<file path="src/verilog/tomasulo_pkg.sv">
// Shared types; tag_t is {station, entry}, station 0 is arithmetic, and SCH_W must exceed every latency
`default_nettype none

package tomasulo_pkg;

  // Data word carried on the CDB and held in the register file
  typedef logic [15:0] word_t;

  // Eight architectural registers
  typedef logic [2:0] reg_t;

  // The encoding 2'b11 is unused and yields zero in the pipelines
  typedef enum logic [1:0] {
    OP_ADD = 2'd0,
    OP_SUB = 2'd1,
    OP_MPY = 2'd2
  } opcode_t;

  // Bit 1 selects the station, bit 0 the rename slot within it
  typedef logic [1:0] tag_t;

  // Entries per reservation station
  localparam int RS_ENTRIES_N = 2;

  // Slot scheduler width, one bit per future CDB cycle
  localparam int SCH_W = 8;

  // One instruction as it waits in the queue
  typedef struct packed {
    opcode_t op;
    reg_t    wa;
    reg_t    ra0;
    reg_t    ra1;
  } inst_t;

  // A source operand holds either its value or the tag that will produce it
  typedef struct packed {
    logic  rdy;
    tag_t  tag;
    word_t val;
  } operand_t;

  // Dispatcher to station
  typedef struct packed {
    opcode_t        op;
    reg_t           wa;
    tag_t           tag;
    operand_t [1:0] src;
  } dispatch_t;

  // Station to pipeline, both operand values resolved
  typedef struct packed {
    opcode_t     op;
    reg_t        wa;
    tag_t        tag;
    word_t [1:0] val;
  } issue_t;

  // One result on the common data bus; all fields are zero when idle
  typedef struct packed {
    logic  vld;
    tag_t  tag;
    reg_t  wa;
    word_t data;
  } cdb_t;

endpackage

`default_nettype wire
</file>
<file path="src/verilog/tomasulo.sv">
// Tomasulo core top; results leave in completion order and the output has no back-pressure
`timescale 1ns/1ps
`default_nettype none

module tomasulo #(
  parameter int FIFO_DEPTH_LOG2 = 4,
  parameter int LATENCY_ARITH_N = 2,
  parameter int LATENCY_MPY_N   = 4
) (
  input  logic                  clk,
  input  logic                  rst,
  input  logic                  in_pass,
  input  tomasulo_pkg::reg_t    in_inst_ra_1,
  input  tomasulo_pkg::reg_t    in_inst_ra_0,
  input  tomasulo_pkg::reg_t    in_inst_wa,
  input  tomasulo_pkg::opcode_t in_inst_op,
  output logic                  in_accept,
  output logic                  out_vld_r,
  output tomasulo_pkg::reg_t    out_wa_r,
  output tomasulo_pkg::word_t   out_wdata_r
);
  import tomasulo_pkg::*;

  inst_t            fifo_in;
  logic             fifo_push;
  logic             fifo_full_r;
  inst_t            inst;
  logic             inst_vld;
  logic             inst_adv;
  dispatch_t        dis_r;
  logic [1:0]       dis_vld_r;
  logic             arith_full_r;
  logic             mpy_full_r;
  logic [1:0]       cdb_req;
  logic [1:0]       cdb_gnt;
  logic [SCH_W-1:0] sch_r;
  logic             arith_iss_vld;
  issue_t           arith_iss;
  logic             mpy_iss_vld;
  issue_t           mpy_iss;
  cdb_t             arith_cdb;
  cdb_t             mpy_cdb;
  cdb_t             cdb_r;

  assign fifo_in   = '{op: in_inst_op, wa: in_inst_wa, ra0: in_inst_ra_0, ra1: in_inst_ra_1};
  assign in_accept = ~fifo_full_r;
  assign fifo_push = in_pass & in_accept;

  tomasulo_inst_fifo #(.FIFO_DEPTH_LOG2(FIFO_DEPTH_LOG2)) u_fifo (
    .clk(clk), .rst(rst), .push(fifo_push), .push_inst(fifo_in), .full_r(fifo_full_r),
    .inst(inst), .inst_vld(inst_vld), .inst_adv(inst_adv)
  );

  tomasulo_dispatcher u_dispatcher (
    .clk(clk), .rst(rst), .inst(inst), .inst_vld(inst_vld), .inst_adv(inst_adv),
    .arith_full_r(arith_full_r), .mpy_full_r(mpy_full_r), .cdb_r(cdb_r),
    .dis_r(dis_r), .dis_vld_r(dis_vld_r),
    .out_vld_r(out_vld_r), .out_wa_r(out_wa_r), .out_wdata_r(out_wdata_r)
  );

  // Station 0 serves add and subtract
  tomasulo_rs u_rs_arith (
    .clk(clk), .rst(rst), .dis_vld_r(dis_vld_r[0]), .dis_r(dis_r), .cdb_r(cdb_r),
    .sch_r(sch_r), .slot_idx(3'(LATENCY_ARITH_N)), .cdb_req(cdb_req[0]),
    .cdb_gnt(cdb_gnt[0]), .full_r(arith_full_r), .iss_vld_r(arith_iss_vld), .iss_r(arith_iss)
  );

  tomasulo_exe_pipe #(.LATENCY_N(LATENCY_ARITH_N)) u_exe_arith (
    .clk(clk), .rst(rst), .iss_vld(arith_iss_vld), .iss(arith_iss), .cdb_r(arith_cdb)
  );

  // Station 1 serves multiply
  tomasulo_rs u_rs_mpy (
    .clk(clk), .rst(rst), .dis_vld_r(dis_vld_r[1]), .dis_r(dis_r), .cdb_r(cdb_r),
    .sch_r(sch_r), .slot_idx(3'(LATENCY_MPY_N)), .cdb_req(cdb_req[1]),
    .cdb_gnt(cdb_gnt[1]), .full_r(mpy_full_r), .iss_vld_r(mpy_iss_vld), .iss_r(mpy_iss)
  );

  tomasulo_exe_pipe #(.LATENCY_N(LATENCY_MPY_N)) u_exe_mpy (
    .clk(clk), .rst(rst), .iss_vld(mpy_iss_vld), .iss(mpy_iss), .cdb_r(mpy_cdb)
  );

  tomasulo_cdb #(.LATENCY_ARITH_N(LATENCY_ARITH_N), .LATENCY_MPY_N(LATENCY_MPY_N)) u_cdb (
    .clk(clk), .rst(rst), .cdb_req(cdb_req), .cdb_gnt(cdb_gnt), .sch_r(sch_r),
    .arith_cdb(arith_cdb), .mpy_cdb(mpy_cdb), .cdb_r(cdb_r)
  );

endmodule

`default_nettype wire

</file>
<file path="src/verilog/tomasulo_cdb.sv">
// CDB stage for exactly two stations; latencies must be at least 1 and below SCH_W
`timescale 1ns/1ps
`default_nettype none

module tomasulo_cdb #(
  parameter int LATENCY_ARITH_N = 2,
  parameter int LATENCY_MPY_N   = 4
) (
  input  logic                           clk,
  input  logic                           rst,
  input  logic [1:0]                     cdb_req,
  output logic [1:0]                     cdb_gnt,
  output logic [tomasulo_pkg::SCH_W-1:0] sch_r,
  input  tomasulo_pkg::cdb_t             arith_cdb,
  input  tomasulo_pkg::cdb_t             mpy_cdb,
  output tomasulo_pkg::cdb_t             cdb_r
);
  import tomasulo_pkg::*;

  // Requester that wins a tie this cycle
  logic             prio_r;
  logic [SCH_W-1:0] sch_w;

  always_comb
  begin
    cdb_gnt = '0;
    if (cdb_req[prio_r])
      cdb_gnt[prio_r] = 1'b1;
    else if (cdb_req[~prio_r])
      cdb_gnt[~prio_r] = 1'b1;

    // Bit k of sch_r marks a pipeline output k+1 cycles from now
    sch_w = sch_r >> 1;
    if (cdb_gnt[0])
      sch_w[LATENCY_ARITH_N-1] = 1'b1;
    if (cdb_gnt[1])
      sch_w[LATENCY_MPY_N-1] = 1'b1;
  end

  always_ff @(posedge clk)
  begin
    if (rst)
    begin
      prio_r <= 1'b0;
      sch_r  <= '0;
      cdb_r  <= '0;
    end
    else
    begin
      // The loser of this grant goes first next time
      if (|cdb_gnt)
        prio_r <= cdb_gnt[0];
      sch_r <= sch_w;
      cdb_r <= arith_cdb | mpy_cdb;
    end
  end

  // The slot reservations must keep the two pipelines apart on the bus
  a_one_result: assert property (@(posedge clk) disable iff (rst)
    !(arith_cdb.vld && mpy_cdb.vld))
    else $error("CDB collision between pipelines");

endmodule

`default_nettype wire

</file>
<file path="src/verilog/tomasulo_exe_pipe.sv">
// Fixed-latency pipeline, LATENCY_N must be at least 1; idle stages hold an all-zero CDB word
`timescale 1ns/1ps
`default_nettype none

module tomasulo_exe_pipe #(
  parameter int LATENCY_N = 2
) (
  input  logic                 clk,
  input  logic                 rst,
  input  logic                 iss_vld,
  input  tomasulo_pkg::issue_t iss,
  output tomasulo_pkg::cdb_t   cdb_r
);
  import tomasulo_pkg::*;

  word_t res;
  cdb_t  stg_w;
  cdb_t  stg_r [LATENCY_N];

  always_comb
  begin
    // Multiply keeps the low half of the product
    case (iss.op)
      OP_ADD:  res = iss.val[0] + iss.val[1];
      OP_SUB:  res = iss.val[0] - iss.val[1];
      OP_MPY:  res = iss.val[0] * iss.val[1];
      default: res = '0;
    endcase
    // Zero when idle so the CDB stage can OR pipelines together
    stg_w = '0;
    if (iss_vld)
    begin
      stg_w.vld  = 1'b1;
      stg_w.tag  = iss.tag;
      stg_w.wa   = iss.wa;
      stg_w.data = res;
    end
  end

  always_ff @(posedge clk)
  begin
    if (rst)
    begin
      for (int i = 0; i < LATENCY_N; i++)
        stg_r[i] <= '0;
    end
    else
    begin
      stg_r[0] <= stg_w;
      for (int i = 1; i < LATENCY_N; i++)
        stg_r[i] <= stg_r[i-1];
    end
  end

  assign cdb_r = stg_r[LATENCY_N-1];

endmodule

`default_nettype wire

</file>
<file path="src/verilog/tomasulo_rs.sv">
// Reservation station of two entries, issue is oldest ready first; slot_idx is the pipeline latency
`timescale 1ns/1ps
`default_nettype none

module tomasulo_rs (
  input  logic                           clk,
  input  logic                           rst,
  input  logic                           dis_vld_r,
  input  tomasulo_pkg::dispatch_t        dis_r,
  input  tomasulo_pkg::cdb_t             cdb_r,
  input  logic [tomasulo_pkg::SCH_W-1:0] sch_r,
  input  logic [2:0]                     slot_idx,
  output logic                           cdb_req,
  input  logic                           cdb_gnt,
  output logic                           full_r,
  output logic                           iss_vld_r,
  output tomasulo_pkg::issue_t           iss_r
);
  import tomasulo_pkg::*;

  logic [RS_ENTRIES_N-1:0]          ent_vld_r;
  logic [RS_ENTRIES_N-1:0]          ent_vld_w;
  dispatch_t                        ent_r [RS_ENTRIES_N];
  dispatch_t                        ent_w [RS_ENTRIES_N];
  logic [RS_ENTRIES_N-1:0]          rdy;
  logic [$clog2(RS_ENTRIES_N+1)-1:0] vld_cnt;
  // Index of the older entry when both are valid
  logic                             old_r;
  logic                             sel;
  logic                             wr_idx;
  logic                             full_w;

  // Snoop the CDB for an operand still waiting on its tag
  function automatic operand_t capture(input operand_t o, input cdb_t c);
    operand_t r;
    r = o;
    if (!o.rdy && c.vld && (c.tag == o.tag))
    begin
      r.rdy = 1'b1;
      r.val = c.data;
    end
    return r;
  endfunction

  always_comb
  begin
    for (int i = 0; i < RS_ENTRIES_N; i++)
      rdy[i] = ent_vld_r[i] & ent_r[i].src[0].rdy & ent_r[i].src[1].rdy;
    sel     = rdy[old_r] ? old_r : ~old_r;
    wr_idx  = ent_vld_r[0];
    // The result slot must be free on the CDB LATENCY cycles after issue
    cdb_req = (|rdy) & ~sch_r[slot_idx];

    ent_w     = ent_r;
    ent_vld_w = ent_vld_r;
    for (int i = 0; i < RS_ENTRIES_N; i++)
      for (int j = 0; j < 2; j++)
        ent_w[i].src[j] = capture(ent_r[i].src[j], cdb_r);
    // The entry is released as soon as it issues
    if (cdb_gnt)
      ent_vld_w[sel] = 1'b0;
    // A dispatch can meet its producer's broadcast in the same cycle
    if (dis_vld_r)
    begin
      ent_vld_w[wr_idx] = 1'b1;
      ent_w[wr_idx]     = dis_r;
      for (int j = 0; j < 2; j++)
        ent_w[wr_idx].src[j] = capture(dis_r.src[j], cdb_r);
    end

    vld_cnt = '0;
    for (int i = 0; i < RS_ENTRIES_N; i++)
      vld_cnt = vld_cnt + ent_vld_w[i];
    // One entry is kept back for a dispatch that may already be in flight
    full_w = (vld_cnt >= RS_ENTRIES_N - 1);
  end

  always_ff @(posedge clk)
  begin
    if (rst)
    begin
      ent_vld_r <= '0;
      old_r     <= 1'b0;
      full_r    <= 1'b0;
      iss_vld_r <= 1'b0;
    end
    else
    begin
      ent_vld_r <= ent_vld_w;
      full_r    <= full_w;
      iss_vld_r <= cdb_gnt;
      // The newcomer is older only if it is alone
      if (dis_vld_r)
        old_r <= ent_vld_w[~wr_idx] ? ~wr_idx : wr_idx;
      else if (cdb_gnt && (sel == old_r))
        old_r <= ~old_r;
    end
  end

  always_ff @(posedge clk)
  begin
    ent_r <= ent_w;
    if (cdb_gnt)
    begin
      iss_r.op     <= ent_r[sel].op;
      iss_r.wa     <= ent_r[sel].wa;
      iss_r.tag    <= ent_r[sel].tag;
      iss_r.val[0] <= ent_r[sel].src[0].val;
      iss_r.val[1] <= ent_r[sel].src[1].val;
    end
  end

  // The dispatcher must never target a station whose entries are all taken
  a_no_dis_full: assert property (@(posedge clk) disable iff (rst)
    dis_vld_r |-> !(&ent_vld_r))
    else $error("dispatch into full reservation station");

endmodule

`default_nettype wire

</file>
<file path="src/verilog/tomasulo_dispatcher.sv">
// In-order dispatch; two rename tags per station, a tag is not reused until its result is broadcast
`timescale 1ns/1ps
`default_nettype none

module tomasulo_dispatcher (
  input  logic                    clk,
  input  logic                    rst,
  input  tomasulo_pkg::inst_t     inst,
  input  logic                    inst_vld,
  output logic                    inst_adv,
  input  logic                    arith_full_r,
  input  logic                    mpy_full_r,
  input  tomasulo_pkg::cdb_t      cdb_r,
  output tomasulo_pkg::dispatch_t dis_r,
  output logic [1:0]              dis_vld_r,
  output logic                    out_vld_r,
  output tomasulo_pkg::reg_t      out_wa_r,
  output tomasulo_pkg::word_t     out_wdata_r
);
  import tomasulo_pkg::*;

  // Architectural state and the rename table
  word_t     regs_r    [8];
  logic      ren_vld_r [8];
  tag_t      ren_tag_r [8];
  // A tag stays busy from dispatch until its result is on the CDB
  logic [3:0] busy_r;

  logic      stn;
  logic      stn_full;
  logic      tag_free;
  tag_t      new_tag;
  dispatch_t dis_w;

  // Value from the register file, from this cycle's broadcast, or else a tag to wait on
  function automatic operand_t src_operand(input reg_t ra);
    operand_t o;
    o.rdy = 1'b1;
    o.tag = ren_tag_r[ra];
    o.val = regs_r[ra];
    if (ren_vld_r[ra])
    begin
      if (cdb_r.vld && (cdb_r.tag == ren_tag_r[ra]))
        o.val = cdb_r.data;
      else
      begin
        o.rdy = 1'b0;
        o.val = '0;
      end
    end
    return o;
  endfunction

  always_comb
  begin
    // Multiplies go to station 1, everything else to station 0
    stn      = (inst.op == OP_MPY);
    stn_full = stn ? mpy_full_r : arith_full_r;
    // Take slot 0 of the station's tags if it is free, otherwise slot 1
    new_tag  = {stn, busy_r[{stn, 1'b0}]};
    tag_free = ~(busy_r[{stn, 1'b0}] & busy_r[{stn, 1'b1}]);
    inst_adv = inst_vld & ~stn_full & tag_free;

    dis_w.op     = inst.op;
    dis_w.wa     = inst.wa;
    dis_w.tag    = new_tag;
    dis_w.src[0] = src_operand(inst.ra0);
    dis_w.src[1] = src_operand(inst.ra1);
  end

  always_ff @(posedge clk)
  begin
    if (rst)
    begin
      for (int i = 0; i < 8; i++)
      begin
        regs_r[i]    <= word_t'(i);
        ren_vld_r[i] <= 1'b0;
      end
      busy_r    <= '0;
      dis_vld_r <= '0;
      out_vld_r <= 1'b0;
    end
    else
    begin
      if (cdb_r.vld)
      begin
        busy_r[cdb_r.tag] <= 1'b0;
        // A later rename of the same register keeps the register waiting
        if (ren_vld_r[cdb_r.wa] && (ren_tag_r[cdb_r.wa] == cdb_r.tag))
        begin
          regs_r[cdb_r.wa]    <= cdb_r.data;
          ren_vld_r[cdb_r.wa] <= 1'b0;
        end
      end
      // Renaming comes last so it wins over a broadcast to the same register
      if (inst_adv)
      begin
        busy_r[new_tag]     <= 1'b1;
        ren_vld_r[inst.wa]  <= 1'b1;
      end
      dis_vld_r <= inst_adv ? (stn ? 2'b10 : 2'b01) : 2'b00;
      out_vld_r <= cdb_r.vld;
    end
  end

  always_ff @(posedge clk)
  begin
    if (inst_adv)
    begin
      ren_tag_r[inst.wa] <= new_tag;
      dis_r              <= dis_w;
    end
    out_wa_r    <= cdb_r.wa;
    out_wdata_r <= cdb_r.data;
  end

  // Every broadcast must belong to a tag handed out earlier and not yet retired
  a_cdb_tag_busy: assert property (@(posedge clk) disable iff (rst)
    cdb_r.vld |-> busy_r[cdb_r.tag])
    else $error("CDB broadcast of an idle tag");

endmodule

`default_nettype wire

</file>
<file path="src/verilog/tomasulo_inst_fifo.sv">
// Instruction queue of 2**FIFO_DEPTH_LOG2 entries; the caller must gate push with the full flag
`timescale 1ns/1ps
`default_nettype none

module tomasulo_inst_fifo #(
  parameter int FIFO_DEPTH_LOG2 = 4
) (
  input  logic                clk,
  input  logic                rst,
  input  logic                push,
  input  tomasulo_pkg::inst_t push_inst,
  output logic                full_r,
  output tomasulo_pkg::inst_t inst,
  output logic                inst_vld,
  input  logic                inst_adv
);
  import tomasulo_pkg::*;

  localparam int DEPTH = 1 << FIFO_DEPTH_LOG2;

  // The top bit of each pointer is the wrap bit
  logic [FIFO_DEPTH_LOG2:0] wr_ptr_r;
  logic [FIFO_DEPTH_LOG2:0] wr_ptr_w;
  logic [FIFO_DEPTH_LOG2:0] rd_ptr_r;
  logic [FIFO_DEPTH_LOG2:0] rd_ptr_w;
  logic                     empty_r;
  logic                     empty_w;
  logic                     full_w;
  inst_t                    mem_r [DEPTH];

  always_comb
  begin
    wr_ptr_w = push ? (wr_ptr_r + 1'b1) : wr_ptr_r;
    rd_ptr_w = inst_adv ? (rd_ptr_r + 1'b1) : rd_ptr_r;
    empty_w  = (rd_ptr_w == wr_ptr_w);
    // Same index but different laps means the writer is a full lap ahead
    full_w   = (rd_ptr_w[FIFO_DEPTH_LOG2] != wr_ptr_w[FIFO_DEPTH_LOG2]) &&
               (rd_ptr_w[FIFO_DEPTH_LOG2-1:0] == wr_ptr_w[FIFO_DEPTH_LOG2-1:0]);
  end

  // Head is read straight from the array, so it is valid one cycle after the write
  assign inst     = mem_r[rd_ptr_r[FIFO_DEPTH_LOG2-1:0]];
  assign inst_vld = ~empty_r;

  always_ff @(posedge clk)
  begin
    if (rst)
    begin
      wr_ptr_r <= '0;
      rd_ptr_r <= '0;
      empty_r  <= 1'b1;
      full_r   <= 1'b0;
    end
    else
    begin
      wr_ptr_r <= wr_ptr_w;
      rd_ptr_r <= rd_ptr_w;
      empty_r  <= empty_w;
      full_r   <= full_w;
    end
  end

  always_ff @(posedge clk)
  begin
    if (push)
      mem_r[wr_ptr_r[FIFO_DEPTH_LOG2-1:0]] <= push_inst;
  end

  // The front end must respect the registered full flag
  a_no_push_full: assert property (@(posedge clk) disable iff (rst) push |-> !full_r)
    else $error("push into full instruction queue");

endmodule

`default_nettype wire

</file>
<file path="config.mk">
export PLATFORM = sky130hd
export DESIGN_NAME = tomasulo
export DESIGN_NICKNAME = d
export VERILOG_FILES = /design/src/verilog/tomasulo_pkg.sv /design/src/verilog/tomasulo.sv /design/src/verilog/tomasulo_cdb.sv /design/src/verilog/tomasulo_exe_pipe.sv /design/src/verilog/tomasulo_rs.sv /design/src/verilog/tomasulo_dispatcher.sv /design/src/verilog/tomasulo_inst_fifo.sv
export SDC_FILE = /design/constraint.sdc
export NUM_CORES = 2
export LEC_CHECK = 0
export ABC_CLOCK_PERIOD_IN_PS = 13000
export BUFFER_PORTS_ARGS = -buffer_cell sky130_fd_sc_hd__buf_2
export CORE_ASPECT_RATIO = 1.5
export CORE_UTILIZATION = 65
export DETAILED_ROUTE_END_ITERATION = 8
export PLACE_DENSITY_LB_ADDON = 0.15
export SLEW_MARGIN = 20
export SYNTH_ARGS = -nofsm -noshare
export SYNTH_HDL_FRONTEND = slang
export SYNTH_SLANG_ARGS = --single-unit
</file>
<file path="constraint.sdc">
create_clock -name clk -period 13 [get_ports clk]
set_input_delay 0 -clock clk [delete_from_list [all_inputs] [get_ports clk]]
set_output_delay 0 -clock clk [all_outputs]
set_load 0.005 [all_outputs]
</file>
-- After elaboration in Yosys (flattened, before gate mapping)
Memories as Yosys holds them, arrays and structs flattened. A register that Yosys moved wholly into a read port is not among the register bits.
Cells that the tools add are included.
- register bits: 382
- RAM bits: 460
- input bits: 14
- output and inout bits: 21
- logic and storage cells: 401
- memories: 6
- memories (memory ; words ; width ; rd ports ; clocked after Yosys merged registers in ; wr ports ; RTL line ; RTL):
    u_fifo.mem_r ; 16 ; 11 ; 1 ; 1 ; 1 ; tomasulo_inst_fifo.sv:29 ; inst_t mem_r [DEPTH];
    u_dispatcher.regs_r ; 8 ; 16 ; 2 ; 0 ; 8 ; tomasulo_dispatcher.sv:23 ; word_t regs_r [8];
    u_exe_mpy.stg_r ; 4 ; 22 ; 4 ; 0 ; 4 ; tomasulo_exe_pipe.sv:18 ; cdb_t stg_r [LATENCY_N];
    u_exe_arith.stg_r ; 2 ; 22 ; 2 ; 0 ; 2 ; tomasulo_exe_pipe.sv:18 ;
    u_dispatcher.ren_tag_r ; 8 ; 2 ; 3 ; 1 ; 1 ; tomasulo_dispatcher.sv:25 ; tag_t ren_tag_r [8];
    u_dispatcher.ren_vld_r ; 8 ; 1 ; 3 ; 1 ; 8 ; tomasulo_dispatcher.sv:24 ; logic ren_vld_r [8];
- add/sub/neg operators: 8
- multiply operators: 2
- order comparisons: 30
- eq/ne operators: 23
- mux-type cells: 150
- bitwise operators: 46
- reductions and logical operators: 57
- operator list (kind ; number):
    90-bit bitwise mux ; 6
    45-bit two-way mux ; 8
    16-bit two-way mux ; 19
    45-bit demux with 1-bit select ; 6
    22-bit two-way mux ; 8
    83-bit two-way mux ; 2
    16-bit case mux with 3 select lines ; 2
    38-bit two-way mux ; 2
    1-bit two-way mux ; 69
    19-bit two-way mux ; 2
    1-bit logical AND ; 36
    16-bit adder ; 2
    16-bit by 16-bit multiplier with 16-bit output ; 2
    16-bit subtractor ; 2
    2-bit == test ; 13
    22-bit bitwise OR ; 1
    1-bit by 2-bit < comparator with 1-bit output (second input constant) ; 10
    4-bit two-way mux ; 4
    16-bit OR reduction ; 1
    3-bit two-way mux ; 5
    1-bit bitwise AND ; 14
    2-bit two-way mux ; 7
    2-bit by 3-bit < comparator with 1-bit output (second input constant) ; 4
    1-bit inverter ; 12
    28 further kinds ; 79

-- Longest topological paths before layout
- word-level depth: 18
- mapped depth: 21
- mapped depth without buffers: 20

-- Hierarchy
From an unflattened synthesis, not the netlist that was laid out.
- cells, all modules: 3611
- area total of the unflattened synthesis: 44001.0 um^2
- by module, submodules not included (module ; times used ; cells an instance ; area each (um^2) ; sequential area each (um^2)):
    tomasulo_dispatcher ; 1 ; 668 ; 10846.7 ; 6356.1
    tomasulo_inst_fifo ; 1 ; 398 ; 7422.1 ; 5525.3
    tomasulo_exe_pipe (u_exe_mpy) ; 1 ; 810 ; 7380.8 ; 1761.7
    tomasulo_exe_pipe (u_exe_arith) ; 1 ; 754 ; 6414.9 ; 880.8
    tomasulo_rs (u_rs_arith) ; 1 ; 406 ; 5652.9 ; 3293.2
    tomasulo_rs (u_rs_mpy) ; 1 ; 479 ; 5405.2 ; 3293.2
    tomasulo_cdb ; 1 ; 92 ; 860.8 ; 540.5
    tomasulo ; 1 ; 4 ; 17.5 ; 0.0

-- Least setup slack after synthesis
Ideal clock, no wire load.
- path kind: register -> register
- start point: reg u_rs_arith.iss_r[18] in the netlist's numbering
- end point: mem u_exe_arith.stg_r[0][15] in the netlist's numbering
- library setup time: 128 ps
- data arrival time: 5261 ps
- setup slack: 7610 ps
- stages on the path, launching flop included: 20
- buffers on the path: 2
- period minus slack after synthesis: 5390 ps
- cells stage by stage: edfxtp_1 clkbuf_1 clkbuf_1 nand2_1 fa_1 fa_1 fa_1 fa_1 inv_1 fa_1 inv_1 fa_1 inv_1 ha_1 a21o_1 and2_1 o311a_1 nor3_1 nand3b_1 a31oi_1
- RTL lines (item ; RTL line ; RTL):
    from (decl) ; tomasulo_rs.sv:17 ; output tomasulo_pkg::issue_t iss_r
    to (decl) ; tomasulo_exe_pipe.sv:18 ;

==> impl_metrics.ini <==
[placement]
portBuffers = 34
gp_congestion = 0.9407
dp_hpwl_um = 74760
placed_cells = 4814
place_area_um2 = 44160

[synthesis]
synth_edf_count = 487
async_flop_share = 0
seq_area_frac_synth = 0.4969
yosys_warnings = 0
synth_area_leaders = edfxtp_1 (34%), dfxtp_1 (16%), fa_1 (7.5%)
synth_area_leader_cell = edfxtp_1
syn_area_per_cell_um2 = 10.61
syn-num-nets = 4406
synthCells = 4093
synth_area_um2 = 43410
netlist.area_leader.share = 0.3369
synthDistinctLibCells = 88
yosys_register_bits = 834
synthFlopType = edfxtp_1

[clock_tree]
clk_pin_slew_worst_paths_ns = 0.07
tritoncts = done
cts_buffer_depth = 3
clk_latency_ns = 0.66
ctsHoldBuffers = 13
cts_root_buf = clkbuf_16
cts_max_level = 3
cts_setup_buffers = 0
cts_inserted_buffers = 79
cts_sinks = 834
post_cts_resized = 0

[power_and_ir_drop]
ir_worst_vdd_uv = 168.3
pwr-share-clk = 0.275
swShare = 0.3377
cell_internal_pwr_mw = 5.597
total_leakage_power_nw = 18.75
power_density_nw_per_um2 = 180.1
combPwrFrac = 0.301
p_sw_mw = 2.853
seq_power_share = 0.423

[detailed_routing]
first_iter_violations = 2727
route.vias.total = 30570
routed_wl_um = 111500
drc = 0
ant_nets = 0
firstDrtPassIters = 6
via_per_inst = 6.149
detail_route.wl_per_cell_um = 22.44

[sta]
period_share = 0.4405
setup_viol = 0
drv_slew = 0
hold_slack_ns = 0.2326
period_needed_ns = 5.727
max_slew_margin = 0.2233
fmax_mhz = 174.6
worst_pin_slew_ns = 1.162
finClkSkew_ns = 0.02336
rsz0062_at_grt = false
hold_violations = 0
tns_ns = 0

[global_routing]
grt_max_degree = 86
busiest_layer = met2
use_met1 = 0.3841
antenna_found_initial = 2
track_usage = 0.3339
gr-total-overflow = 0
use_met3 = 0.04438
grt_pass1_wl_um = 170700
grt_pass1_vias = 30920
use_met2 = 0.5675

[worst_setup_path]
critPathCaptureType = flip-flop
arrival_ns = 6.33
worstSetupPathType = flip-flop to flip-flop
path_max_fanout = 17
required_ns = 13.60
cp-start-kind = flip-flop

[finish]
finalInstanceArea_um2 = 46910
final_cell_mix = edfxtp_1 (487), nand2_1 (454), nor2_1 (419)
synthToLayoutAreaGrowth_pct = 8.070
multi_input_area_um2 = 19950
drive_above_1_share = 0.09502
mostFrequentLayoutCell = edfxtp_1
seq_area_um2 = 21580
fillerInstances = 4777
nets = 4344
diodes = 0
finalNonFillerCells = 4971

[floorplan]
core.rowCount = 115
die_w_um = 213.0
fp.dieArea_um2 = 67840
core_area_um2 = 65760
start_util = 0.6602
die_h_um = 318.5
io_pins = 35

[hold_path]
hp-class = input pin to flip-flop

[job]
maxCapViolCount = 0

[run_status]
status = finished, final reports clean
state kept, by name (all words and copies together) (netlist names), 8 cells and up, named ones only:
register / count
u_exe_mpy.stg_r: 87
u_dispatcher.out_wdata_r: 16
u_dispatcher.ren_tag_r: 16
u_cdb.cdb_r: 22
u_rs_arith.iss_r: 39
u_dispatcher.ren_vld_r: 8
u_rs_arith.ent_r: 68
u_dispatcher.regs_r: 128
u_fifo.mem_r: 176
u_rs_mpy.ent_r: 68
u_rs_mpy.iss_r: 39
u_exe_arith.stg_r: 44
u_dispatcher.dis_r: 45
Yosys cell counts (27+ instances only):
master,count
a21oi_1,69
a31oi_1,27
and2_1,283
and3_1,45
clkbuf_1,195
dfxtp_1,347
edfxtp_1,487
fa_1,162
ha_1,137
inv_1,262
mux2_2,92
mux4_2,40
nand2_1,454
nand2b_1,37
nand3_1,155
nor2_1,420
nor2b_1,106
nor3_1,41
o21ai_0,83
o22ai_1,160
xnor2_1,105
xor2_1,55
critical path, cell delays in order (launching register included):
cell	delay, ns
edfxtp_1	0.69
and2_1	0.29
fa_1	0.54
inv_1	0.06
fa_1	0.53
inv_1	0.05
fa_1	0.49
fa_1	0.56
inv_1	0.05
fa_1	0.46
fa_1	0.39
xor2_1	0.16
xnor2_1	0.18
xnor2_1	0.16
xnor2_1	0.15
xnor3_1	0.43
o21a_1	0.12
o31ai_1	0.19
o211a_1	0.17
final cells by class:
cell class,instances,share of cell area
clock buffer,101,0.04566
clock inverter,43,0.01016
inverter,268,0.02144
multi-input combinational,2752,0.4252
sequential,834,0.4599
tap,877,0.02339
timing repair buffer,96,0.01430
metal layers:
metal / vias up / share of wire
li1: 13910 / -
met1: 14840 / 0.36
met2: 1391 / 0.50
met3: 425 / 0.067
met4: 0 / 0.075
met5: - / 0
metrics by stage:
stage	utilization	setup WS, ns	power [mW]
after floorplan	-	7.610	5.358
after global placement	0.6715	7.375	6.046
after detailed placement	0.6715	7.287	6.099
after CTS	0.7133	7.260	8.420
after global routing	0.7134	6.983	8.818
final	0.7134	7.273	8.451
worst paths after layout:
kind	slack [ns]	depth (start not counted)	startpoint	endpoint
worst min register to register	0.37	0	u_cdb.cdb_r[3]	u_dispatcher.out_wdata_r[3]
worst max-delay path	7.27	18	u_rs_mpy.iss_r[17]	u_exe_mpy.stg_r[0][15]
worst max register to register	7.27	18	u_rs_mpy.iss_r[17]	u_exe_mpy.stg_r[0][15]
worst min-delay path	0.23	2	in_inst_wa[1]	u_fifo.mem_r[5][7]
kinds of logic (layout without fill, tap and decap cells):
group	count (synthesis)	count (layout)	synth area share
xor+xnor	164	164	0.03436
buf+inv	507	508	0.04606
flops	834	834	0.4969
mux	148	148	0.04952
simple gates	1623	1623	0.1787
fa+ha+maj	299	299	0.1142
compound gates	518	518	0.08024
power by group through the flow:
stage	logic (mW)	clock network [mW]	registers [mW]
6_report	2.55	2.33	3.58
4_1_cts	2.51	2.35	3.56
5_1_grt	2.78	2.44	3.60
3_5_place_dp	2.49	0	3.61
3_3_place_gp	2.44	0	3.60
2_1_floorplan	1.91	0	3.45
(Power assumes the default switching activity.)
